<file path="config.mk">
export PLATFORM = sky130hd
export DESIGN_NAME = register_file
export DESIGN_NICKNAME = d
export VERILOG_FILES = /design/src/source/isa_pkg.sv /design/src/source/pipeline_pkg.sv /design/src/source/register_file.sv
export VERILOG_INCLUDE_DIRS = /design/src /design/src/source
export SDC_FILE = /design/constraint.sdc
export NUM_CORES = 1
export LEC_CHECK = 0
export ABC_AREA = 0
export BUFFER_PORTS_ARGS = -buffer_cell sky130_fd_sc_hd__buf_2
export CORE_MARGIN = 2
export CORE_UTILIZATION = 26
export DETAILED_ROUTE_END_ITERATION = 10
export HOLD_SLACK_MARGIN = 0.02
export PLACE_DENSITY = 0.51
export SLEW_MARGIN = 20
export SYNTH_ARGS = -nofsm -noshare
export SYNTH_HDL_FRONTEND = slang
export SYNTH_SLANG_ARGS = --single-unit
</file>
<file path="constraint.sdc">
create_clock -name clk_i -period 2.9 [get_ports clk_i]
set_clock_uncertainty 0.2 [all_clocks]
set_input_delay 0.145 -clock clk_i [delete_from_list [all_inputs] [get_ports clk_i]]
set_output_delay 0.145 -clock clk_i [all_outputs]
set_load 0.01 [all_outputs]
</file>
<file path="src/source/core_defines.svh">
`ifndef CORE_DEFINES_SVH
`define CORE_DEFINES_SVH

// Data path and address width
`define XLEN 32

// Register index width
`define REG_ADDR_W 5

// Data RAM word index, 256 words
`define DMEM_ADDR_W 8

// First fetch address after reset
`define RESET_PC 32'h0000_0000

// ADDI x0, x0, 0
`define NOP_INST 32'h0000_0013

`endif

</file>
<file path="src/source/isa_pkg.sv">
`default_nettype none

package isa_pkg;

  // Major opcodes of the supported subset
  typedef enum logic [6:0] {
    OP     = 7'b0110011,
    OP_IMM = 7'b0010011,
    LOAD   = 7'b0000011,
    STORE  = 7'b0100011,
    BRANCH = 7'b1100011
  } opcode_e;

  typedef enum logic [3:0] {
    ADD = 4'd0,
    SUB = 4'd1,
    AND = 4'd2,
    OR  = 4'd3,
    XOR = 4'd4,
    SLT = 4'd5
  } alu_op_e;

  typedef enum logic [1:0] {
    NONE = 2'd0,
    EQ   = 2'd1,
    NE   = 2'd2
  } branch_e;

  // Function fields
  localparam logic [2:0] F3_ADD_SUB = 3'b000;
  localparam logic [2:0] F3_SLT     = 3'b010;
  localparam logic [2:0] F3_XOR     = 3'b100;
  localparam logic [2:0] F3_OR      = 3'b110;
  localparam logic [2:0] F3_AND     = 3'b111;
  localparam logic [2:0] F3_BEQ     = 3'b000;
  localparam logic [2:0] F3_BNE     = 3'b001;
  localparam logic [2:0] F3_WORD    = 3'b010;
  localparam logic [6:0] F7_BASE    = 7'b0000000;
  localparam logic [6:0] F7_SUB     = 7'b0100000;

endpackage

`default_nettype wire

</file>
<file path="src/source/pipeline_pkg.sv">
`default_nettype none

`include "core_defines.svh"

package pipeline_pkg;

  // Fetch to decode
  typedef struct packed {
    logic [`XLEN-1:0] pc;
    logic [`XLEN-1:0] inst;
    logic             valid;
  } if_id_t;

  // Decode to execute
  typedef struct packed {
    logic [`XLEN-1:0]       pc;
    isa_pkg::alu_op_e       alu_op;
    isa_pkg::branch_e       branch;
    logic [`REG_ADDR_W-1:0] rs1;
    logic [`REG_ADDR_W-1:0] rs2;
    logic [`XLEN-1:0]       rs1_data;
    logic [`XLEN-1:0]       rs2_data;
    logic [`REG_ADDR_W-1:0] rd;
    logic [`XLEN-1:0]       imm;
    logic                   use_imm;
    logic                   reg_write;
    logic                   mem_read;
    logic                   mem_write;
    logic                   valid;
  } id_ex_t;

  // Execute to memory
  typedef struct packed {
    logic [`XLEN-1:0]       alu_result;
    logic [`XLEN-1:0]       store_data;
    logic [`REG_ADDR_W-1:0] rd;
    logic                   reg_write;
    logic                   mem_read;
    logic                   mem_write;
  } ex_mem_t;

  // Memory to writeback
  typedef struct packed {
    logic [`XLEN-1:0]       wb_data;
    logic [`REG_ADDR_W-1:0] rd;
    logic                   reg_write;
  } mem_wb_t;

  typedef enum logic [1:0] {
    FWD_NONE = 2'd0,
    FWD_MEM  = 2'd1,
    FWD_WB   = 2'd2
  } fwd_sel_e;

endpackage

`default_nettype wire

</file>
<file path="src/source/register_file.sv">
`default_nettype none

`include "core_defines.svh"

module register_file (
  input  wire logic                   clk_i,
  input  wire logic [`REG_ADDR_W-1:0] rs1_addr_i,
  input  wire logic [`REG_ADDR_W-1:0] rs2_addr_i,
  input  wire pipeline_pkg::mem_wb_t  wb_i,
  output logic      [`XLEN-1:0]       rs1_data_o,
  output logic      [`XLEN-1:0]       rs2_data_o
);

  logic [`XLEN-1:0] regs [2**`REG_ADDR_W];

  // x0 never gets a reg_write from decode
  always_ff @(posedge clk_i) begin
    if (wb_i.reg_write) begin
      regs[wb_i.rd] <= wb_i.wb_data;
    end
  end

  // Same-cycle write is visible to decode
  assign rs1_data_o = (rs1_addr_i == '0) ? '0 :
                      (wb_i.reg_write && wb_i.rd == rs1_addr_i) ? wb_i.wb_data :
                      regs[rs1_addr_i];
  assign rs2_data_o = (rs2_addr_i == '0) ? '0 :
                      (wb_i.reg_write && wb_i.rd == rs2_addr_i) ? wb_i.wb_data :
                      regs[rs2_addr_i];

endmodule

`default_nettype wire

</file>
# == Yosys cells after proc, flatten, opt, wreduce, memory -nomap -nowiden ==
# Memory sizes are Yosys's and may differ from the RTL's.
# Cells that the tools add are included.
# W data, S select, Z words.
# op_classes
n_eq_ne,2
n_addsub,0
n_reduce_logical,4
n_bitwise,0
n_shift,0
order_cmp,0
n_mux,6
div_mod_pow,0
multipliers,0
# ops
op,n
$mux W32,4
$eq A5 B5 Y1,2
$logic_not A5 Y1,2
$logic_and A1 B1 Y1,2
$mux W1,2
# word_totals
memories,1
ramBits,1024
register_bits,0
mem_bits_ro,0
latch_bits,0
inputBits,49
# mem_list
name,words,width,read_ports,rd_ports_with_merged_regs,wr,line,rtl
regs,32,32,2,0,1,register_file.sv:14,logic [`XLEN-1:0] regs [2**`REG_ADDR_W];

# == Longest topological paths before layout ==
# Gate-level depths: netlist of run 1.
# logic_depth
ltp_word,4
depth_mapped,10
ltp_nobuf,5

# == Worst setup path after synthesis of run 1 ==
# OpenSTA, ideal clock, no wires.
# synth_path
path_type,in2reg
from,in wb_i[1] (netlist name)
to,"mem regs[28][0] (netlist name), enable pin"
cell_stages,4
n_path_buf,2
arrival_time_ns,2.315
slack_ns,-0.036
cell_sequence,clkbuf_1 > or3b_2 > clkbuf_1 > nor2_1
# synth_lines
element,line,rtl
"start, declared",register_file.sv:9,"input wire pipeline_pkg::mem_wb_t wb_i,"
"end, declared",register_file.sv:14,
# Straight into the memory's write port.

==> results of run 1 <==
[power groups by stage]
| stage | registers, mW | logic [mW] | clock network [mW] |
|---|---|---|---|
| floorplan | 16.8 | 1.77 | 0 |
| global placement | 16.8 | 3.39 | 0 |
| detailed placement | 16.9 | 3.39 | 0 |
| CTS | 16.5 | 3.60 | 14.6 |
| global route | 16.6 | 3.77 | 15.2 |
| finish | 16.5 | 3.60 | 14.4 |
[timing repair]
action,CTS,global route
endpoints found under the setup margin,45,41
hold buffers,32,0
pin swaps,93,26
resized for setup,134,38
endpoints found under the hold margin,1024,0
setup buffers,6,7
[per-stage QoR]
| stage | area (µm²) | utilization [%] | setup slack, ns |
|---|---|---|---|
| 6_report | 58300 | 32.2 | -0.0709 |
| 2_1_floorplan | 47500 | - | -0.0365 |
| 5_1_grt | 58300 | 32.2 | -0.169 |
| 4_1_cts | 58100 | 32.1 | -0.105 |
| 3_3_place_gp | 53400 | 29.5 | -0.140 |
| 3_5_place_dp | 53400 | 29.5 | -0.183 |
[how the worst min path moves through the flow]
stage	cells past startpoint	endpoint	slack, ns	from
3_5_place_dp	1	regs[8][25]$_DFFE_PP_	0.25	wb_i[31]
5_1_grt	2	regs[8][25]$_DFFE_PP_	0.11	wb_i[31]
2_1_floorplan	0	regs[0][0]$_DFFE_PP_	0.04	wb_i[6]
6_report	2	regs[8][25]$_DFFE_PP_	0.11	wb_i[31]
3_3_place_gp	1	regs[8][25]$_DFFE_PP_	0.26	wb_i[31]
4_1_cts	4	regs[9][16]$_DFFE_PP_	0.06	wb_i[0]
[per-layer routing]
layer  up-vias  track usage [%]  share of wire [%]
met5         -                0             0.0093
met4         2             6.13                3.3
met3       273             2.44                6.0
met2      1199             30.1                 50
met1     15900             24.0                 41
li1      11600                -                  -
[cell families (layout without fill, tap and decap cells)]
group           Yosys count  count (layout)
compound gates          486             486
xor+xnor                 10              10
buf+inv                 216             616
flops                  1024            1024
mux                     642             642
other cells               0               2
simple gates            136             136
[area by class of cell]
cell class / count / area [µm²] / share of cell area, %
diodes: 2 / 5.00 / 0.00858
clock buffers: 135 / 2930 / 5.03
clock inverters: 69 / 707 / 1.21
inverters: 3 / 11.3 / 0.0193
multi-input cells: 1274 / 16800 / 28.9
flip-flops and latches: 1024 / 30700 / 52.7
well taps: 2370 / 2970 / 5.08
repair buffers: 409 / 4130 / 7.08
[synth_stat cells, drive strengths merged, types with 2 or more instances]
master,number
edfxtp,1024
mux4,400
mux2i,242
a21oi,121
buf,107
clkbuf,106
a22oi,102
a22o,62
nor2,57
o22ai,44
a2111oi,32
o221ai,32
nand2,31
o21ai,30
a221oi,19
a211o,17
nand4,10
a32oi,8
xnor2,8
a311oi,7
nor3,7
o221a,7
nand3b,6
nor2b,6
nand2b,5
and2,3
or3b,3
inv,2
nand3,2
o211ai,2
or2,2
xor2,2
==> parameters.txt, run 1 <==
Parameter                              Value

Run status
  Outcome    finished, violations left
  Failing checks    negative setup slack

Timing
  Post-Route Hold Slack    0.108 ns
  Hold Violations, Final    0
  Slew headroom    approximately 54%
  Summed negative setup slack over all endpoints    -0.274 ns
  Setup repair after global routing missed its margin    true
  Time the final worst path needs with I/O delays and setup    2.97 ns
  Max-slew violation total from the final report    0
  Worst Slack Setup Final    -0.0709 ns
  Worst slew pin tran    slightly below 0.7 ns
  Upper clock frequency limit    around 340 MHz
  Setup-failing EPs final    10
  Share of the cycle needed by the critical path after routing    102%

Logic synthesis
  EDFF count, synth    roughly 1000
  Simple-gate portion of the synthesized area    under 10%
  Post-Synthesis Cell Area    between 0.04 and 0.05 mm²
  Number of distinct library cell variants in the gate-level netlist after synthesis    50
  Xor/xnor share of the synthesized area    0.184%
  Number of warnings reported in the yosys synthesis log    0
  Proportion of synthesized flip-flops having asynchronous set or reset    0%
  Share of cell area taken by muxes after synthesis    between 20% and 30%
  Cell count after synthesis    between 2000 and 3000
  Average instance area after synthesis    18.9 µm²
  Prevailing post-synth register cell    edfxtp_1
  Post-synthesis compound-gate area fraction    ~7.4%
  Total of flip-flops plus latches after synthesis    just over 1000
  Arithmetic-cell share of the synthesized area counting full adders, half adders and majority gates    0%
  Syn Nets    2563
  Largest area contributor in the netlist    edfxtp_1
  Register area share after synthesis    between 60% and 70%
  Share of Yosys cell area claimed by the top area cell type    between 60% and 70%
  Biggest area contributors in the synthesized netlist    edfxtp_1 65%, mux4_2 19%, mux2i_1 5.1%, a22oi_1 1.6%, a21oi_1 1.3%
  Largest family of logic cells by synthesized area    multiplexers

Global routing
  Grt total ovfl    0
  Maximum number of pins on one net before global-route repair    77
  GR Util All Layers    roughly 18%
  Vias in the first global route    29300
  Number of antenna violations at the first check in global routing    5
  First-pass GRT wire length    ~240000 µm

Pwr
  Worst vdd rail ir drop    0.479 mV
  Clock Power Share    41.6%
  Net Switching    ~8.2 mW
  Internal power    around 26 mW
  Sw Share    between 20% and 30%
  Comb pwr share    10.4%
  Sequential fraction of design power    a little under half
  Total leakage power    roughly 19 nW
  Tot Pwr    34.5 mW
  Power density over the cells    approximately 600 mW/mm²

Place
  I/O Buffers    around 110
  Global placer's final weighted congestion    between 0.7 and 0.8
  HPWL after DPL    103000 µm
  Number of placed cells counting well taps    slightly above 5000

Final layout
  Final non-filler cell total    approximately 5300
  Proportion of layout cells with a drive suffix above 1    37.5%
  Commonest non-fill, non-tap cells in the layout    1024 x edfxtp_1, 400 x mux4_2, 239 x mux2i_1
  Post-layout net count    ~2900
  Flip-flop count of the largest register after layout    between 1000 and 1500
  Most common cell after layout, fill and taps aside    edfxtp_1
  Register with the most flip-flops    regs
  Fill cells    between 15000 and 20000
  Area added between synthesis and finish    22.8%
  Largest registers    regs: 1024 flops

Routing
  Wire length per cell    32.4 µm
  Final routed DRC violation total    0
  Overall via count from detail_route    a little under 30000
  Number of nets with antenna violations after detailed routing    0
  Detailed-route wire length    171000 µm
  Total iterations of the first detailed-routing run    7
  Avg Vias per Cell    between 5 and 6
  First-iteration detailed-routing DRC count    about 3500

Die
  Die Area    approximately 0.19 mm²
  Core Region    ~0.18 mm²
  Cell row count    approximately 160
  Initial Utilization    26.2%
  Die outline width    approximately 430 µm
  Ports    113
  Die Y-Extent    431 µm

Hold path
  Type of the worst min-delay path    in -> reg

Clock network
  Clock Path Buffers    3
  Library cell used as clock root buffer    clkbuf_16
  Clock tree from TritonCTS    done
  Clk slew on worst S/H paths    approximately 0.060 ns
  CTS Sinks    ~1000
  Inserted Clock Buffers    ~110
  Deepest level of the CTS H-tree    3

Setup path
  WP buf/inv    2
  Critical path's most frequent cell    a22o_1
  Crit path to    rs2_data_o[6]
  Cell at the slowest stage of the critical path    mux4_2
  Startpoint-to-endpoint class of the critical path    reg -> out
  Crit. Startpoint    regs[13][6]$_DFFE_PP_
  Worst path required time    2.56 ns
  Cell type group with the largest total delay on the critical path    compound AO/OA/AOI/OAI gates
  Data arrival time of the critical path    ~2.6 ns
  Critical Path Fanout Max    2
  Critical Path Sink Type    output port
  Crit path depth    7
  Largest stage delay on the critical path    around 0.48 ns
  Cells traversed along the worst timing path    mux4_2 -> a22o_1 -> a2111oi_4 -> buf_4 -> a21oi_2 -> a22o_1 -> buf_2
  Startpoint type of the worst setup path    register

Job
  Number of violations of the max-capacitance limit    0
(Power assumes the default switching activity.)
==> inputs of run 2 (changes only) <==
ABC_CLOCK_PERIOD_IN_PS = 2800   (was unset)
PLACE_DENSITY = 0.5   (was 0.51)
clock period = 2.8 ns   (was 2.9 ns; I/O delays follow)
==> run 2 against run 1 <==
Against the previous run:
- the flow still finishes with violations (negative setup slack)
- cell count is 0.91% higher
- non-clock buffer count is 44 higher
- design area is 0.45% higher
- hold slack worse by 0.048 ns
- utilization is 0.15 points higher
- sequential share of layout area is 0.24 points lower
- critical path depth is 1 lower
- highest routed layer unchanged
- combinational power is 4% higher
- clock power hardly changed
==> parameters.txt, run 2 (synthesis results as in run 1) <==
Parameter                              Value

Run status
  Outcome    finished, violations left
  Failing checks    negative setup slack

Routing
  Wire length per cell    32.1 µm (-0.94%)
  Final routed DRC violation total    0 (unchanged)
  Avg Vias per Cell    5.41 (-1.1%)
  Total iterations of the first detailed-routing run    6 (-1)
  Overall via count from detail_route    28800 (-0.24%)
  Number of nets with antenna violations after detailed routing    0 (unchanged)
  First-iteration detailed-routing DRC count    2848 (-18%)
  Detailed-route wire length    171000 µm (about the same)

Final layout
  Largest registers    regs: 1024 flops
  Fill cells    17300 (-0.21%)
  Most common cell after layout, fill and taps aside    edfxtp_1
  Area added between synthesis and finish    23.3%
  Combined area of the multi-input logic cells    0.0168 mm² (about the same)
  Register with the most flip-flops    regs
  Final non-filler cell total    5334 (+0.91%)
  Post-layout net count    2919 (+1.6%)
  Proportion of layout cells with a drive suffix above 1    39.1% (+1.7 points)
  Flip-flop and latch area    0.0307 mm² (unchanged)
  Fin util    32.4% (+0.15 points)
  Total inserted antenna cells    0 (-2)
  Flip-flop count of the largest register after layout    1024 (unchanged)
  Commonest non-fill, non-tap cells in the layout    1024 x edfxtp_1, 400 x mux4_2, 239 x mux2i_1

Place
  HPWL after DPL    102000 µm (-1.6%)
  Worst slack at placement    -0.0993 ns (+0.0832 ns)
  Number of placed cells counting well taps    5082 (+0.79%)
  I/O Buffers    112 (unchanged)
  Global placer's final weighted congestion    0.790 (about the same)

Timing
  Hold Violations, Final    0 (unchanged)
  Summed negative setup slack over all endpoints    -3.79 ns (-3.52 ns)
  Setup repair after global routing missed its margin    true
  Slew headroom    50.8% (-3.1 points)
  Post-Route Hold Slack    0.0593 ns (-0.0483 ns)
  Upper clock frequency limit    331 MHz
  Setup-failing EPs final    37 (+27)
  Time the final worst path needs with I/O delays and setup    a little over 3 ns
  Max-slew violation total from the final report    0 (unchanged)
  Worst Slack Setup Final    -0.221 ns (-0.151 ns)
  Worst slew pin tran    0.739 ns (+0.0467 ns)
  Share of the cycle needed by the critical path after routing    108%

Die
  Die outline width    431 µm (unchanged)
  Initial Utilization    26.2% (unchanged)
  Die Y-Extent    431 µm (unchanged)
  Core Region    0.181 mm² (unchanged)
  Ports    113 (unchanged)
  Cell row count    156 (unchanged)
  Die Area    0.186 mm² (unchanged)

Global routing
  First-pass GRT wire length    237000 µm (+0.87%)
  Grt total ovfl    0 (unchanged)
  GR Util All Layers    18.1% (+0.075 points)
  Vias in the first global route    29900 (+2.3%)
  Maximum number of pins on one net before global-route repair    50 (-35%)
  Number of antenna violations at the first check in global routing    3 (-2)

Clock network
  Deepest level of the CTS H-tree    3 (unchanged)
  Library cell used as clock root buffer    clkbuf_16
  Clock Path Buffers    3 (unchanged)
  Clock tree from TritonCTS    done
  Inserted Clock Buffers    114 (+0.88%)
  Clk slew on worst S/H paths    0.06 ns (about the same)
  CTS Sinks    1024 (unchanged)

Pwr
  Worst vdd rail ir drop    0.471 mV (-1.5%)
  Total leakage power    18.9 nW (+0.83%)
  Power density over the cells    605 mW/mm² (+2.2%)

Setup path
  Critical Path Fanout Max    2 (unchanged)
  Startpoint type of the worst setup path    register
  Critical Path Sink Type    output port
  Worst path required time    2.46 ns (-0.10 ns)
  Data arrival time of the critical path    2.68 ns (+0.05 ns)
  Startpoint-to-endpoint class of the critical path    reg -> out

Job
  Number of violations of the max-capacitance limit    0 (unchanged)

Hold path
  Type of the worst min-delay path    in -> reg
==> run 2: changes by cell type in the layout (fill, tap and decap cells not counted), moves of 3 or more <==
cell       change
a22oi_1       -20
a2111oi_2     +10
nor3_2         +3
buf_4         +42
clkinv_1       +8
bufinv_16      -4
a22oi_2       +20
o21ai_0        -5
buf_12         +3
o21ai_1        +5
a2111oi_4     -12
nor3_1         -3
==> run 2: worst paths after layout <==
| path | startpoint | end | slack [ns] | cells past startpoint |
|---|---|---|---|---|
| max | regs[8][16]$_DFFE_PP_ | rs2_data_o[16] | -0.22 | 6 |
| min | wb_i[18] | regs[4][12]$_DFFE_PP_ | 0.06 | 2 |
==> run 2: per-stage QoR <==
step                      area, µm²  power [mW]
after global placement        53700        21.0
after floorplan               47500        19.3
after detailed placement      53700        21.0
after CTS                     58400        35.7
final                         58600        35.4
after global routing          58600        36.4
==> run 2: repair_timing <==
| item | 4_1_cts | 5_1_grt |
|---|---|---|
| setup buffers | 10 | 7 |
| hold buffers | 32 | 0 |
| pin swaps | 102 | 36 |
| endpoints found under the setup margin | 55 | 54 |
| gates resized for setup | 150 | 37 |
| hold endpoints to repair | 1024 | 0 |
==> run 2: layout make-up <==
type | count | share of cell area [%]
Sequential cell | 1024 | 52.5
Clock inverter | 75 | 1.06
Timing Repair Buffer | 453 | 7.68
Multi-Input combinational cell | 1274 | 28.7
Tap cell | 2370 | 5.06
Inverter | 3 | 0.0192
Clock buffer | 135 | 5.00
==> run 2: layer usage <==
layer / vias up / wire length (µm) / track usage (%) / part of all wire, %
met5: - / 13 / 0 / 0.0076
met4: 2 / 5930 / 6.26 / 3.5
met3: 295 / 9790 / 2.53 / 5.7
met2: 1164 / 85400 / 31.0 / 50
met1: 15700 / 70200 / 23.3 / 41
li1: 11700 / - / - / -
==> run 2: where the power goes <==
group          switching [mW]  internal [mW]
Clock                    6.29           8.26
Combinational            2.15           1.61
Sequential             0.0753           17.1
==> run 2: critical path, cell delays in order, from the launching register on <==
cell	delay, ns
edfxtp_1	0.40
mux4_2	0.47
a22o_1	0.25
a2111oi_2	0.37
a21oi_1	0.08
a22o_1	0.24
buf_2	0.16
