$ cat src/source/core_defines.svh
`ifndef CORE_DEFINES_SVH
`define CORE_DEFINES_SVH

// Data path and address width
`define XLEN 32

// Register index width
`define REG_ADDR_W 5

// Data RAM word index, 256 words
`define DMEM_ADDR_W 8

// First fetch address after reset
`define RESET_PC 32'h0000_0000

// ADDI x0, x0, 0
`define NOP_INST 32'h0000_0013

`endif

$ cat src/source/isa_pkg.sv
`default_nettype none

package isa_pkg;

  // Major opcodes of the supported subset
  typedef enum logic [6:0] {
    OP     = 7'b0110011,
    OP_IMM = 7'b0010011,
    LOAD   = 7'b0000011,
    STORE  = 7'b0100011,
    BRANCH = 7'b1100011
  } opcode_e;

  typedef enum logic [3:0] {
    ADD = 4'd0,
    SUB = 4'd1,
    AND = 4'd2,
    OR  = 4'd3,
    XOR = 4'd4,
    SLT = 4'd5
  } alu_op_e;

  typedef enum logic [1:0] {
    NONE = 2'd0,
    EQ   = 2'd1,
    NE   = 2'd2
  } branch_e;

  // Function fields
  localparam logic [2:0] F3_ADD_SUB = 3'b000;
  localparam logic [2:0] F3_SLT     = 3'b010;
  localparam logic [2:0] F3_XOR     = 3'b100;
  localparam logic [2:0] F3_OR      = 3'b110;
  localparam logic [2:0] F3_AND     = 3'b111;
  localparam logic [2:0] F3_BEQ     = 3'b000;
  localparam logic [2:0] F3_BNE     = 3'b001;
  localparam logic [2:0] F3_WORD    = 3'b010;
  localparam logic [6:0] F7_BASE    = 7'b0000000;
  localparam logic [6:0] F7_SUB     = 7'b0100000;

endpackage

`default_nettype wire

$ cat src/source/pipeline_pkg.sv
`default_nettype none

`include "core_defines.svh"

package pipeline_pkg;

  // Fetch to decode
  typedef struct packed {
    logic [`XLEN-1:0] pc;
    logic [`XLEN-1:0] inst;
    logic             valid;
  } if_id_t;

  // Decode to execute
  typedef struct packed {
    logic [`XLEN-1:0]       pc;
    isa_pkg::alu_op_e       alu_op;
    isa_pkg::branch_e       branch;
    logic [`REG_ADDR_W-1:0] rs1;
    logic [`REG_ADDR_W-1:0] rs2;
    logic [`XLEN-1:0]       rs1_data;
    logic [`XLEN-1:0]       rs2_data;
    logic [`REG_ADDR_W-1:0] rd;
    logic [`XLEN-1:0]       imm;
    logic                   use_imm;
    logic                   reg_write;
    logic                   mem_read;
    logic                   mem_write;
    logic                   valid;
  } id_ex_t;

  // Execute to memory
  typedef struct packed {
    logic [`XLEN-1:0]       alu_result;
    logic [`XLEN-1:0]       store_data;
    logic [`REG_ADDR_W-1:0] rd;
    logic                   reg_write;
    logic                   mem_read;
    logic                   mem_write;
  } ex_mem_t;

  // Memory to writeback
  typedef struct packed {
    logic [`XLEN-1:0]       wb_data;
    logic [`REG_ADDR_W-1:0] rd;
    logic                   reg_write;
  } mem_wb_t;

  typedef enum logic [1:0] {
    FWD_NONE = 2'd0,
    FWD_MEM  = 2'd1,
    FWD_WB   = 2'd2
  } fwd_sel_e;

endpackage

`default_nettype wire

$ cat src/source/decode_stage.sv
`default_nettype none

`include "core_defines.svh"

module decode_stage
  import isa_pkg::*;
  import pipeline_pkg::*;
(
  input  wire logic                   clk_i,
  input  wire logic                   rst_i,
  input  wire if_id_t                 if_id_i,
  input  wire logic [`XLEN-1:0]       rs1_data_i,
  input  wire logic [`XLEN-1:0]       rs2_data_i,
  input  wire logic                   stall_i,
  input  wire logic                   flush_i,
  output logic      [`REG_ADDR_W-1:0] rs1_addr_o,
  output logic      [`REG_ADDR_W-1:0] rs2_addr_o,
  output id_ex_t                      id_ex_o
);

  opcode_e          opcode;
  logic [2:0]       funct3;
  logic [6:0]       funct7;
  logic [`XLEN-1:0] inst;
  logic             f3_ok;
  id_ex_t           dec;

  assign inst   = if_id_i.inst;
  assign opcode = opcode_e'(inst[6:0]);
  assign funct3 = inst[14:12];
  assign funct7 = inst[31:25];
  assign f3_ok  = funct3 inside {F3_ADD_SUB, F3_SLT, F3_XOR, F3_OR, F3_AND};

  function automatic alu_op_e alu_of(input logic [2:0] f3);
    case (f3)
      F3_SLT:  return SLT;
      F3_XOR:  return XOR;
      F3_OR:   return OR;
      F3_AND:  return AND;
      default: return ADD;
    endcase
  endfunction

  always_comb begin
    logic legal;
    logic uses_rs2;

    legal    = 1'b0;
    uses_rs2 = 1'b0;
    dec      = '0;
    dec.pc   = if_id_i.pc;
    dec.rd   = inst[11:7];
    dec.rs1  = inst[19:15];
    dec.alu_op = ADD;
    dec.branch = NONE;
    case (opcode)
      OP: begin
        legal = f3_ok && (funct7 == F7_BASE || (funct7 == F7_SUB && funct3 == F3_ADD_SUB));
        uses_rs2 = 1'b1;
        dec.alu_op = (funct7 == F7_SUB) ? SUB : alu_of(funct3);
        dec.reg_write = 1'b1;
      end
      OP_IMM: begin
        legal = f3_ok;
        dec.alu_op = alu_of(funct3);
        dec.imm = {{20{inst[31]}}, inst[31:20]};
        dec.use_imm = 1'b1;
        dec.reg_write = 1'b1;
      end
      LOAD: begin
        legal = (funct3 == F3_WORD);
        dec.imm = {{20{inst[31]}}, inst[31:20]};
        dec.use_imm = 1'b1;
        dec.mem_read = 1'b1;
        dec.reg_write = 1'b1;
      end
      STORE: begin
        legal = (funct3 == F3_WORD);
        uses_rs2 = 1'b1;
        dec.imm = {{20{inst[31]}}, inst[31:25], inst[11:7]};
        dec.use_imm = 1'b1;
        dec.mem_write = 1'b1;
      end
      BRANCH: begin
        legal = (funct3 == F3_BEQ || funct3 == F3_BNE);
        uses_rs2 = 1'b1;
        dec.imm = {{19{inst[31]}}, inst[31], inst[7], inst[30:25], inst[11:8], 1'b0};
        dec.branch = (funct3 == F3_BNE) ? NE : EQ;
      end
      default: ;
    endcase

    dec.rs2 = uses_rs2 ? inst[24:20] : '0;
    // Writes to x0 are dropped here and nowhere else
    if (dec.rd == '0) begin
      dec.reg_write = 1'b0;
    end
    dec.valid = legal && if_id_i.valid;
    // Unknown or empty slots go down the pipe as a NOP
    if (!dec.valid) begin
      dec.rs1       = '0;
      dec.rs2       = '0;
      dec.reg_write = 1'b0;
      dec.mem_read  = 1'b0;
      dec.mem_write = 1'b0;
      dec.branch    = NONE;
    end
  end

  assign rs1_addr_o = dec.rs1;
  assign rs2_addr_o = dec.rs2;

  always_ff @(posedge clk_i) begin
    if (rst_i || stall_i || flush_i) begin
      id_ex_o.valid     <= 1'b0;
      id_ex_o.reg_write <= 1'b0;
      id_ex_o.mem_read  <= 1'b0;
      id_ex_o.mem_write <= 1'b0;
      id_ex_o.branch    <= NONE;
    end else begin
      id_ex_o          <= dec;
      id_ex_o.rs1_data <= rs1_data_i;
      id_ex_o.rs2_data <= rs2_data_i;
    end
  end

endmodule

`default_nettype wire

$ cat config.mk
export PLATFORM = sky130hd
export DESIGN_NAME = decode_stage
export DESIGN_NICKNAME = d
export VERILOG_FILES = /design/src/source/isa_pkg.sv /design/src/source/pipeline_pkg.sv /design/src/source/decode_stage.sv
export VERILOG_INCLUDE_DIRS = /design/src /design/src/source
export SDC_FILE = /design/constraint.sdc
export NUM_CORES = 1
export LEC_CHECK = 0
export BUFFER_PORTS_ARGS = -buffer_cell sky130_fd_sc_hd__buf_2
export CAP_MARGIN = 10
export CORE_MARGIN = 1.5
export CORE_UTILIZATION = 35
export CTS_CLUSTER_SIZE = 14
export DETAILED_ROUTE_END_ITERATION = 8
export HOLD_SLACK_MARGIN = 0.02
export PLACE_DENSITY = 0.66
export SYNTH_ARGS = -nofsm -noshare
export SYNTH_HDL_FRONTEND = slang
export SYNTH_SLANG_ARGS = --single-unit
$ cat constraint.sdc
create_clock -name clk_i -period 15.9 [get_ports clk_i]
set_clock_uncertainty 0.1 [all_clocks]
set_input_delay 3.18 -clock clk_i [delete_from_list [all_inputs] [get_ports clk_i]]
set_output_delay 3.18 -clock clk_i [all_outputs]
set_load 0.005 [all_outputs]
== Yosys cells after proc, flatten, opt, wreduce, memory -nomap -nowiden ==
Cells that the tools add are included.

* Output and inout bits: 164
* Register bits after elaboration: 154
* Logic and storage cells: 59
* Input bits: 133

* Mux-type cells: 13
* Reductions and logical operators: 19
* Equality and inequality tests: 11
* Bitwise logic cells: 2

{| class="wikitable"
|+ Operators by type and width
! kind !! count
|-
| $pmux W32 S3 || 1
|-
| $eq A7 B6 Y1 const B || 3
|-
| $reduce_or A3 Y1 || 5
|-
| $pmux W3 S4 || 1
|-
| $mux W10 || 1
|-
| $eq A3 B3 Y1 const B || 3
|-
| $pmux W4 S2 || 1
|-
| $eq A7 B2 Y1 const B || 1
|-
| $eq A7 B5 Y1 const B || 1
|-
| $eq A7 B7 Y1 const B || 1
|-
| $logic_not A7 Y1 || 1
|-
| $reduce_or A2 Y1 || 3
|-
| $logic_not A5 Y1 || 1
|-
| $mux W1 || 5
|-
| $mux W5 || 1
|-
| $reduce_bool A5 Y1 || 1
|-
| $logic_or A1 B1 Y1 || 4
|-
| $mux W4 || 1
|-
| $pmux W1 S4 || 1
|-
| $eq A3 B1 Y1 const B || 1
|-
| $eq A3 B2 Y1 const B || 1
|-
| $logic_and A1 B1 Y1 || 3
|-
| $logic_not A3 Y1 || 1
|-
| $mux W2 || 1
|-
| $not A1 Y1 || 2
|}

== Longest topological paths before layout ==
Gate-level depths: netlist (run 1).

* Depth after elaboration: 8
* Gate-level depth with buffers: 6
* Mapped depth without buffers: 4

== Worst setup path before layout (run 1) ==
OpenSTA, ideal clock, no wires.

* Kind: input to register
* Start: input stall_i
* End: register id_ex_o[3] (netlist name)
* Library setup time: 103 ps
* Path slack: 2348 ps
* Data required time: 15697 ps
* Stages on the path: 4
* Buffers on the path: 0
* Arrival time: 13349 ps
* Cells stage by stage: nor3_1 and2_1 nand4_1 a2111oi_2

* Word-level cells in the longest chain between the ends: 3

{| class="wikitable"
|+ RTL lines
! element !! RTL line !! text
|-
| from (decl) || decode_stage.sv:14 || <nowiki>input wire logic stall_i,</nowiki>
|-
| $logic_or A1 B1 Y1 (2 in a row) || decode_stage.sv:114 || <nowiki>if (rst_i || stall_i || flush_i) begin</nowiki>
|-
| $reduce_or A3 Y1 (no line) || n/a ||
|-
| to (decl) || decode_stage.sv:18 || <nowiki>output id_ex_t id_ex_o</nowiki>
|}

Every way passes these cells.
A chain may end at the register's enable or synchronous reset.

== Worst setup path in the final report (run 1) ==
* Start: input if_id_i[7] (netlist name)
* End: output rs2_addr_o[1]

* Word-level cells in the longest chain between the ends: 5
* Elaborated cells on any way between the ends: 12
* Classes of those cells: eq/ne (5); mux (4); reduce/logical (3)

{| class="wikitable"
|+ RTL lines
! element !! RTL line !! text
|-
| from (decl) || decode_stage.sv:11 || <nowiki>input wire if_id_t if_id_i,</nowiki>
|-
| $eq A7 B6 Y1, or another cell as far along || decode_stage.sv:56 || <nowiki>case (opcode)</nowiki>
|-
| $reduce_or A2 Y1 (no line) / $reduce_or A3 Y1 (equally long branches) || n/a ||
|-
| $pmux W1 S4 / $mux W1 (equally long branches) || decode_stage.sv:56 ||
|-
| $logic_and A1 B1 Y1 / $mux W5 (equally long branches) || decode_stage.sv:98, decode_stage.sv:93 ||
|-
| $mux W10 (*) || decode_stage.sv:100 || <nowiki>if (!dec.valid) begin</nowiki>
|-
| to (decl) || decode_stage.sv:17 || <nowiki>output logic [`REG_ADDR_W-1:0] rs2_addr_o,</nowiki>
|}

Every way passes the cells marked *; elsewhere a longest branch is shown, timed or not.

==> reports/summary.json, run 1 <==
{
  "status": {
    "result_of_the_run": "complete, no violations"
  },
  "floorplan": {
    "initial_utilization_pct": 35.8,
    "dieWidth_um": 119,
    "die_height_um": 119,
    "area_of_the_placeable_core_um2": 13200,
    "io_pins": 297,
    "floorplan.die_area_um2": 14300,
    "num_rows": 42
  },
  "critical_path": {
    "critical_path_peak_fanout": 9,
    "cp_top_family": "simple AND/OR/NAND/NOR gates",
    "crit_chain": "buf_2 > or4b_4 > a2111oi_2 > a41o_1 > and2_1 > buf_2",
    "critical_path_required_ns": 12.62,
    "worst_path_most_repeated_cell": "sky130_fd_sc_hd__buf_2",
    "cp.buffers_inverters": 2,
    "endpoint_kind": "output pin",
    "critPathLaunchType": "primary input",
    "timing.critical_path.slowest_stage_cell": "sky130_fd_sc_hd__or4b_4",
    "critPathMaxStageDelay_ns": 0.57,
    "cp_data_arrival_time_ns": 4.82,
    "worstSetupPathType": "primary input to output pin"
  },
  "cts": {
    "tritoncts_clock_tree": "yes",
    "longest_clk_path_bufs": 2,
    "post_cts_buffers": 0,
    "cts-root-buf": "sky130_fd_sc_hd__clkbuf_16",
    "hold_buf_count_cts": 0,
    "tritoncts_buffer_count": 17,
    "clkSinkCount": 134,
    "h-tree-depth": 4,
    "cts_repair_resize_count": 0,
    "clk_pin_slew_ns": 0.06
  },
  "power": {
    "switching_share_pct": 20.9,
    "vdd_ir_drop_max_uv": 59.4,
    "p_int_w": 0.000675,
    "power.static_leakage_nw": 2.79,
    "switchingPower_w": 0.000178,
    "pwr_density_cell_nw_per_um2": 125,
    "pwr-share-clk_pct": 46.6,
    "combinationalPowerShare_pct": 5.7,
    "pwr-share-seq_pct": 47.7
  },
  "sta": {
    "tightestPinTransition_ns": 0.947,
    "maxSlewHeadroom_pct": 36.9,
    "final-max-slew-violation-count": 0,
    "finalCriticalPeriod_ns": 8.10,
    "grt_setup_unrepaired": "no",
    "hold_violations": 0,
    "final-setup-viol-count": 0,
    "timing.setup.tns_ns": 0,
    "share_of_the_clock_period_used_by_the_worst_path_after_layout_pct": 51.0,
    "achievable-frequency_mhz": 123
  },
  "synth": {
    "adder_cell_area_share_of_the_yosys_netlist_pct": 0,
    "yosysWarnings": 0,
    "synthesis.instances": 247,
    "synth_area_per_cell_um2": 19.2,
    "yosys.area_share.xor_xnor_pct": 0.185,
    "yosys_most_used_dff": "sky130_fd_sc_hd__edfxtp_1",
    "yosys_register_bits": 134,
    "async_reset_ff_share_pct": 0,
    "synth_seq_area_share_pct": 83.5,
    "synth_fp_nets": 380,
    "synth_compound_area_share_pct": 3.37,
    "dominant_combinational_cell_family_by_area_after_synthesis": "simple AND/OR/NAND/NOR gates",
    "mappedNetlistArea_um2": 4750,
    "share_of_cell_area_taken_by_muxes_after_synthesis_pct": 0,
    "number_of_synthesized_flops_with_an_enable_pin": 128,
    "synth.distinct_cells": 40,
    "synth_simple_gate_area_share_pct": 7.51
  },
  "cells_and_area": {
    "layout.cells.most_common": "sky130_fd_sc_hd__buf_2",
    "syn_to_final_growth_pct": 43.5,
    "highest_count_cells_in_the_layout_ignoring_fill_and_taps": "sky130_fd_sc_hd__buf_2 (295), sky130_fd_sc_hd__edfxtp_1 (128), sky130_fd_sc_hd__clkbuf_16 (17)",
    "largestRegisters": "id_ex_o x134",
    "final_core_util_pct": 51.5,
    "nNetsFinal": 662,
    "final_layout_size_suffix_gt1_share_pct": 62.7,
    "num_antenna_cells": 0,
    "max_ffs_per_register": 134,
    "largest_register": "id_ex_o"
  },
  "drt": {
    "drc_errors": 0,
    "route.detailed.vias_per_inst": 4.40,
    "route.detailed.wl_per_inst_um": 16.3,
    "drt_first_pass_iters": 4,
    "totalWireLength_mm": 11.7,
    "vias": 3159,
    "ant_nets": 0,
    "dr.first_iter.drc_count": 253
  },
  "global_route": {
    "antenna_found_initial": 0,
    "grt_pass1_vias": 3081,
    "grt_pass1_wl_mm": 17.1,
    "grt_remaining_overflow": 0,
    "track_usage_pct": 16.1,
    "grt_start_max_net_pins": 77
  },
  "placed_design": {
    "globalplace.congestion": 0.865,
    "port_buffers": 295,
    "dp.final_hpwl_mm": 8.70
  },
  "min_path": {
    "hold_path.class": "primary input to register"
  },
  "run": {
    "max-cap-violations": 0
  }
}
-- metal layers --
metal,global-route usage (%),vias up,wire (µm)
li1,-,1482,-
met1,18.7,1491,4460
met5,0,-,0
met3,4.84,23,859
met2,27.4,163,6100
met4,7.07,0,252
-- power groups by stage --
stage | Clock, W | Sequential, W | Combinational (W)
6_report | 0.000398 | 0.000407 | 0.0000485
2_1_floorplan | 0 | 0.000420 | 0.0000121
5_1_grt | 0.000421 | 0.000408 | 0.0000531
3_5_place_dp | 0 | 0.000414 | 0.0000492
3_3_place_gp | 0 | 0.000414 | 0.0000480
4_1_cts | 0.000404 | 0.000407 | 0.0000494
-- final timing paths --
kind	startpoint	endpoint	slack [ns]	depth (start not counted)
max	if_id_i[7]	rs2_addr_o[1]	7.80	6
min	if_id_i[46]	id_ex_o[135]$_DFFE_PN_	2.84	1
-- kinds of logic after synthesis --
logic type             after synthesis
XOR/XNOR                             1
flip-flops                         134
buffers and inverters               35
other                                1
AO/OA/AOI/OAI                       19
AND/OR/NAND/NOR                     57
-- layout make-up --
cell class	count	area (µm²)
Clock buffer	17	425
Clock inverter	15	175
Fill cell	1154	6430
Inverter	1	3.75
Multi-Input combinational cell	78	534
Sequential cell	134	3960
Tap cell	176	220
Timing Repair Buffer	297	1490
-- cell usage after synthesis, drive strengths merged, types with 2 or more instances --
library cell  instances  area (µm²)
nor4                  2        12.5
nand3                 2        10.0
and3                  6        37.5
a21oi                 4        20.0
nor3b                 3        27.5
buf                  32         241
nor3                  4        20.0
nor2b                10        62.6
a21boi                2        15.0
edfxtp              128        3840
and2                  8        50.1
nor2                  8        30.0
nand2                 3        13.8
a22o                  4        35.0
nand4                 2        12.5
dfxtp                 6         120
clkbuf                2        8.75
nand2b                3        18.8
a2111oi               2        30.0
-- stage by stage --
stage | std cells | setup slack, ns | instance area (µm²) | power, W | hold WS [ns]
final | 718 | 7.80 | 6810 | 0.000853 | 2.84
after global routing | 718 | 7.67 | 6810 | 0.000883 | 2.82
after global placement | 686 | 7.85 | 6210 | 0.000462 | 3.26
after floorplan | 247 | 2.35 | 4750 | 0.000432 | 3.16
after detailed placement | 686 | 7.79 | 6210 | 0.000464 | 3.26
after CTS | 718 | 7.79 | 6810 | 0.000861 | 2.82
Note: power is estimated with default switching activity, not from simulation.
==> run 2, diff against run 1 <==
--- a/config.mk
+++ b/config.mk
@@ -6,6 +6,7 @@
 export SDC_FILE = /design/constraint.sdc
 export NUM_CORES = 1
 export LEC_CHECK = 0
+export ABC_AREA = 1
 export BUFFER_PORTS_ARGS = -buffer_cell sky130_fd_sc_hd__buf_2
 export CAP_MARGIN = 10
 export CORE_MARGIN = 1.5
@@ -13,7 +14,7 @@
 export CTS_CLUSTER_SIZE = 14
 export DETAILED_ROUTE_END_ITERATION = 8
 export HOLD_SLACK_MARGIN = 0.02
-export PLACE_DENSITY = 0.66
+export PLACE_DENSITY = 0.68
 export SYNTH_ARGS = -nofsm -noshare
 export SYNTH_HDL_FRONTEND = slang
 export SYNTH_SLANG_ARGS = --single-unit
==> constraint.sdc (replaced) <==
create_clock -name clk_i -period 7 [get_ports clk_i]
set_clock_uncertainty 0.1 [all_clocks]
set_input_delay 1.4 -clock clk_i [delete_from_list [all_inputs] [get_ports clk_i]]
set_output_delay 1.4 -clock clk_i [all_outputs]
set_load 0.005 [all_outputs]
==> run 2 against run 1 <==
Total power rose by 120%. Synthesized cell count up 15%. Combinational power up 120%. Wire length fell by 3.0%. Clock power is 110% higher. Hold slack got worse by 1.8 ns. Global-route usage fell by 0.52 points. Via count rose by 1.8%. Clock-buffer cell count increased by 2. Synthesized area shrank 0.16%. Critical path depth rose by 3. Core utilization down 0.25 points. Critical path type unchanged. Largest power group unchanged.
==> reports/summary.json, run 2 <==
{
  "cells_and_area": {
    "largest_register": "id_ex_o",
    "num_antenna_cells": 0,
    "final_layout_size_suffix_gt1_share_pct": 58.3,
    "finalInstanceArea_um2": 6780,
    "highest_count_cells_in_the_layout_ignoring_fill_and_taps": "sky130_fd_sc_hd__buf_2 (295), sky130_fd_sc_hd__edfxtp_1 (128), sky130_fd_sc_hd__inv_1 (32)",
    "max_ffs_per_register": 134,
    "syn_to_final_growth_pct": 43.1,
    "largestRegisters": "id_ex_o x134",
    "nNetsFinal": 701,
    "layout.cells.most_common": "sky130_fd_sc_hd__buf_2",
    "fill_cell_instance_count_of_the_final_layout": 1190
  },
  "sta": {
    "final-setup-viol-count": 0,
    "hold_violations": 0,
    "hold-worst-slack_ns": 1.06,
    "maxSlewHeadroom_pct": 35.2,
    "tightestPinTransition_ns": 0.972,
    "timing.setup.tns_ns": 0,
    "achievable-frequency_mhz": 233,
    "grt_setup_unrepaired": "no",
    "finalCriticalPeriod_ns": 4.28,
    "final-max-slew-violation-count": 0,
    "share_of_the_clock_period_used_by_the_worst_path_after_layout_pct": 61.2
  },
  "placed_design": {
    "globalplace.congestion": 0.880,
    "placement.cell_area_um2": 6230,
    "port_buffers": 295,
    "dp.final_hpwl_mm": 8.74
  },
  "floorplan": {
    "initial_utilization_pct": 35.8,
    "dieWidth_um": 119,
    "io_pins": 297,
    "num_rows": 42,
    "die_height_um": 119,
    "floorplan.die_area_um2": 14200,
    "area_of_the_placeable_core_um2": 13200
  },
  "synth": {
    "number_of_synthesized_flops_with_an_enable_pin": 128,
    "async_reset_ff_share_pct": 0,
    "yosys_register_bits": 134,
    "synth_seq_area_share_pct": 83.6,
    "synthTopCellsByCount": "sky130_fd_sc_hd__edfxtp_1 (128), sky130_fd_sc_hd__inv_1 (32), sky130_fd_sc_hd__buf_4 (30), sky130_fd_sc_hd__nor2_1 (30), sky130_fd_sc_hd__nand2_1 (19)",
    "yosysTopAreaCellShare_pct": 81.1,
    "synth.distinct_cells": 24,
    "synth_area_per_cell_um2": 16.7,
    "synth_fp_nets": 416,
    "synthMostInstantiatedCell": "sky130_fd_sc_hd__edfxtp_1",
    "synthesis.instances": 283,
    "mappedNetlistArea_um2": 4740,
    "post-synth-top-area-cell": "sky130_fd_sc_hd__edfxtp_1",
    "yosys_most_used_dff": "sky130_fd_sc_hd__edfxtp_1",
    "synth.top_cells.by_area": "sky130_fd_sc_hd__edfxtp_1 (81%), sky130_fd_sc_hd__buf_4 (4.8%), sky130_fd_sc_hd__dfxtp_1 (2.5%)",
    "yosysWarnings": 0
  },
  "critical_path": {
    "critical_path_peak_fanout": 14,
    "worstSetupPathType": "primary input to output pin",
    "cp_data_arrival_time_ns": 2.78,
    "critical_path_required_ns": 5.50,
    "critPathLaunchType": "primary input",
    "crit_path_start": "if_id_i[4]",
    "endpoint_kind": "output pin"
  },
  "drt": {
    "vias": 3217,
    "ant_nets": 0,
    "drc_errors": 0,
    "drt_first_pass_iters": 4,
    "route.detailed.vias_per_inst": 4.25,
    "totalWireLength_mm": 11.3,
    "route.detailed.wl_per_inst_um": 15.0,
    "dr.first_iter.drc_count": 177
  },
  "global_route": {
    "grt_remaining_overflow": 0,
    "grt_start_max_net_pins": 81,
    "track_usage_pct": 15.6,
    "antenna_found_initial": 0,
    "grt_pass1_wl_mm": 16.4,
    "grt_pass1_vias": 3153
  },
  "min_path": {
    "launch_instance_of_the_worst_min_delay_path": "rs2_data_i[3]",
    "hold_path.class": "primary input to register"
  },
  "cts": {
    "tritoncts_buffer_count": 17,
    "clk_pin_slew_ns": 0.06,
    "clkSinkCount": 134,
    "cts_repair_resize_count": 0,
    "h-tree-depth": 4,
    "cts-root-buf": "sky130_fd_sc_hd__clkbuf_16",
    "hold_buf_count_cts": 0,
    "post_cts_buffers": 0,
    "longest_clk_path_bufs": 2,
    "tritoncts_clock_tree": "yes"
  },
  "status": {
    "result_of_the_run": "complete, no violations"
  },
  "run": {
    "max-cap-violations": 0
  },
  "power": {
    "vdd_ir_drop_max_uv": 117,
    "design_power_total_w": 0.00186,
    "pwr_density_cell_nw_per_um2": 274,
    "power.static_leakage_nw": 2.88
  }
}
run 2: changes by cell type after synthesis, sizes merged, moves of 3 or more:
| cell | previous run | this run |
|---|---|---|
| inv | 1 | 34 |
| nor2 | 8 | 33 |
| nand2 | 3 | 20 |
| nor2b | 10 | 0 |
| and2 | 8 | 0 |
| and3 | 6 | 0 |
| nand3 | 2 | 7 |
| nor3 | 4 | 9 |
| a22o | 4 | 0 |
| a21oi | 4 | 1 |
| nand2b | 3 | 0 |
| nor3b | 3 | 0 |
run 2: cell type report:
class                      count  area [µm²]  share of cell area, %
multi-input combinational     84         423                   6.24
sequential                   134        3960                   58.5
timing repair buffer         297        1490                   22.0
clock inverter                13         123                   1.81
tap                          176         220                   3.25
inverter                      34         128                   1.88
clock buffer                  19         433                   6.38
run 2: cells by family (layout without fill, tap and decap cells):
logic type / after synthesis / in the layout / synth area share (%)
buffers and inverters: 65 / 363 / 7.68
DFF: 134 / 134 / 83.6
AOI/OAI and AO/OA: 10 / 10 / 1.35
and+or+nand+nor: 73 / 73 / 7.26
other: 1 / 1 / 0.0791
run 2: metal layers:
layer	up-vias	GRT usage (%)	part of all wire (%)
met2	172	26.1	51
met3	19	5.41	8.2
li1	1545	-	-
met5	-	0	0
met1	1481	17.7	39
met4	0	7.66	1.9
run 2: final timing paths:
path | endpoint | cells after the start | slack [ns]
min | id_ex_o[45]$_DFFE_PN_ | 1 | 1.06
max | rs2_addr_o[0] | 9 | 2.72
run 2: critical path: stages:
cell and delay (ns):
sky130_fd_sc_hd__buf_2 0.10, sky130_fd_sc_hd__nor2_1 0.09, sky130_fd_sc_hd__nand2_1 0.14, sky130_fd_sc_hd__nor2_4 0.17
sky130_fd_sc_hd__nand4_1 0.10, sky130_fd_sc_hd__nand3_1 0.13, sky130_fd_sc_hd__nand2_2 0.20, sky130_fd_sc_hd__nor3_1 0.27
sky130_fd_sc_hd__buf_2 0.17
run 2: power by group:
group	switching [W]	internal (W)
sequential	0.00000899	0.000916
combinational	0.0000542	0.0000534
clock	0.000334	0.000492
run 2: metrics by stage:
step	util (%)	std cells	worst slack, ns
finish	51.2	757	2.72
global placement	47.0	725	2.75
CTS	51.2	757	2.68
detailed placement	47.0	725	2.69
floorplan	-	283	1.70
global route	51.2	757	2.52
==> run 3, diff against run 2 <==
==> constraint.sdc (replaced) <==
create_clock -name clk_i -period 3.7 [get_ports clk_i]
set_clock_uncertainty 0.1 [all_clocks]
set_input_delay 0.74 -clock clk_i [delete_from_list [all_inputs] [get_ports clk_i]]
set_output_delay 0.74 -clock clk_i [all_outputs]
set_load 0.005 [all_outputs]
==> run 3 against run 2 <==
Cell area barely moved. Sequential power rose by 89%. Core utilization barely moved. First-iteration DRC count rose by 5.1%. Sequential share of layout area rose by 0.054 points. Sequential cell count did not move. Critical endpoint unchanged. Final cell count rose by 0.13%. Largest cell class unchanged. Largest power group unchanged.
==> reports/summary.json, run 3 (synthesized netlist as in run 2, its figures left out) <==
{
  "power": {
    "switchingPower_w": 0.000764,
    "pwr-share-seq_pct": 50.5,
    "combinationalPowerShare_pct": 5.9,
    "p_int_w": 0.00269,
    "pwr_density_cell_nw_per_um2": 511,
    "design_power_total_w": 0.00346,
    "power.static_leakage_nw": 2.88,
    "pwr-share-clk_pct": 43.5,
    "switching_share_pct": 22.1,
    "vdd_ir_drop_max_uv": 304
  },
  "global_route": {
    "grt_start_max_net_pins": 85,
    "grt_remaining_overflow": 0,
    "grt_pass1_wl_mm": 17.7,
    "track_usage_pct": 16.9,
    "grt_pass1_vias": 3238,
    "antenna_found_initial": 1
  },
  "critical_path": {
    "critPathLaunchType": "primary input",
    "critical_path_peak_fanout": 14,
    "critPathMaxStageDelay_ns": 0.24,
    "critical_path_required_ns": 2.86,
    "worstSetupPathType": "primary input to output pin",
    "timing.critical_path.slowest_stage_cell": "sky130_fd_sc_hd__nor3_1",
    "endpoint_kind": "output pin",
    "cp_data_arrival_time_ns": 2.15,
    "crit_chain": "buf_2 > inv_1 > nand2_1 > nor2_2 > nand4_1 > nand2_1 > inv_2 > nand3_1 > nand2_2 > nor3_1 > buf_2"
  },
  "floorplan": {
    "dieWidth_um": 119,
    "die_height_um": 119,
    "initial_utilization_pct": 35.8,
    "num_rows": 42,
    "floorplan.die_area_um2": 14200,
    "io_pins": 297,
    "area_of_the_placeable_core_um2": 13200
  },
  "sta": {
    "tightestPinTransition_ns": 0.600,
    "setup_slack_ns": 0.710,
    "hold_violations": 0,
    "grt_setup_unrepaired": "no",
    "maxSlewHeadroom_pct": 60.0,
    "share_of_the_clock_period_used_by_the_worst_path_after_layout_pct": 80.8,
    "achievable-frequency_mhz": 334,
    "final-max-slew-violation-count": 0,
    "finalCriticalPeriod_ns": 2.99,
    "final-setup-viol-count": 0
  },
  "placed_design": {
    "globalplace.congestion": 0.817,
    "placement.cell_area_um2": 6240,
    "dp.final_hpwl_mm": 9.24,
    "placed_cells": 725,
    "place_worst_setup_slack_ns": 0.716,
    "port_buffers": 295
  },
  "cts": {
    "h-tree-depth": 4,
    "cts_repair_resize_count": 0,
    "post_cts_buffers": 0,
    "clkSinkCount": 134,
    "cts-root-buf": "sky130_fd_sc_hd__clkbuf_16",
    "clk_pin_slew_ns": 0.06,
    "tritoncts_buffer_count": 17,
    "tritoncts_clock_tree": "yes",
    "longest_clk_path_bufs": 2,
    "hold_buf_count_cts": 0
  },
  "drt": {
    "drt_first_pass_iters": 4,
    "vias": 3252,
    "route.detailed.wl_per_inst_um": 15.7,
    "dr.first_iter.drc_count": 186,
    "totalWireLength_mm": 11.9,
    "drc_errors": 0,
    "ant_nets": 0,
    "route.detailed.vias_per_inst": 4.29
  },
  "status": {
    "result_of_the_run": "complete, no violations"
  },
  "cells_and_area": {
    "layout.cells.most_common": "sky130_fd_sc_hd__buf_2",
    "final_layout_size_suffix_gt1_share_pct": 58.3,
    "final_core_util_pct": 51.2,
    "nNetsFinal": 701,
    "fill_cell_instance_count_of_the_final_layout": 1181,
    "largest_register": "id_ex_o",
    "finish.cell_count_without_fillers": 758,
    "highest_count_cells_in_the_layout_ignoring_fill_and_taps": "sky130_fd_sc_hd__buf_2 (295), sky130_fd_sc_hd__edfxtp_1 (128), sky130_fd_sc_hd__inv_1 (32)",
    "finalInstanceArea_um2": 6780,
    "max_ffs_per_register": 134,
    "syn_to_final_growth_pct": 43.0,
    "largestRegisters": "id_ex_o x134"
  },
  "min_path": {
    "hold_path.class": "primary input to register",
    "hold_depth": 1,
    "launch_instance_of_the_worst_min_delay_path": "rs2_data_i[3]",
    "timing.hold.worst_endpoint": "id_ex_o[45]$_DFFE_PN_"
  },
  "run": {
    "max-cap-violations": 0
  }
}
==> run 3: changes by cell type in the layout (fill, tap and decap cells not counted), sizes merged <==
cell / delta
diode: +1
inv: -1
bufinv: -1
clkinv: +4
clkbuf: -1
clkinvlp: -1
==> run 3: layout make-up <==
cell class	count	area (µm²)	area share, %
Tap cell	176	220	3.25
Multi-Input combinational cell	84	423	6.24
Inverter	34	128	1.88
Sequential cell	134	3960	58.5
Timing Repair Buffer	297	1500	22.2
Clock buffer	18	429	6.33
Clock inverter	14	105	1.55
Antenna cell	1	2.50	0.0369
==> run 3: per-layer routing <==
layer / part of all wire [%] / GRT usage (%) / vias up
met5: 0 / 0 / -
met4: 2.4 / 8.63 / 0
met3: 8.0 / 5.51 / 21
met2: 53 / 29.1 / 171
met1: 37 / 18.8 / 1514
li1: - / - / 1546
==> run 3: critical path: cells and delay by family <==
| family | cells | cell delay (ns) |
|---|---|---|
| simple gates | 7 | 1.05 |
| buf+inv | 4 | 0.35 |
==> run 3: power by group through the flow <==
| stage | sequential, W | clock (W) | combinational [W] |
|---|---|---|---|
| 3_5_place_dp | 0.00178 | 0 | 0.000208 |
| 4_1_cts | 0.00175 | 0.00154 | 0.000208 |
| 5_1_grt | 0.00175 | 0.00161 | 0.000226 |
| 3_3_place_gp | 0.00178 | 0 | 0.000203 |
| 6_report | 0.00175 | 0.00151 | 0.000206 |
| 2_1_floorplan | 0.00180 | 0 | 0.0000484 |
==> run 3: worst max-delay path by stage <==
stage | start | endpoint | slack, ns | depth (start not counted)
finish | if_id_i[3] | rs2_addr_o[0] | 0.71 | 11
global route | if_id_i[27] | rs2_addr_o[0] | 0.49 | 9
CTS | if_id_i[3] | rs2_addr_o[0] | 0.71 | 11
detailed placement | if_id_i[3] | rs2_addr_o[0] | 0.72 | 11
global placement | if_id_i[29] | rs2_addr_o[3] | 0.78 | 9
floorplan | rst_i | id_ex_o[2]$_SDFF_PP0_ | -0.92 | 3
==> run 3: stage by stage <==
stage          hold slack (ns)  TNS, ns
4_1_cts                  0.383        0
3_5_place_dp             0.818        0
3_3_place_gp             0.817        0
5_1_grt                  0.379        0
6_report                 0.401        0
2_1_floorplan            0.739   -91.76
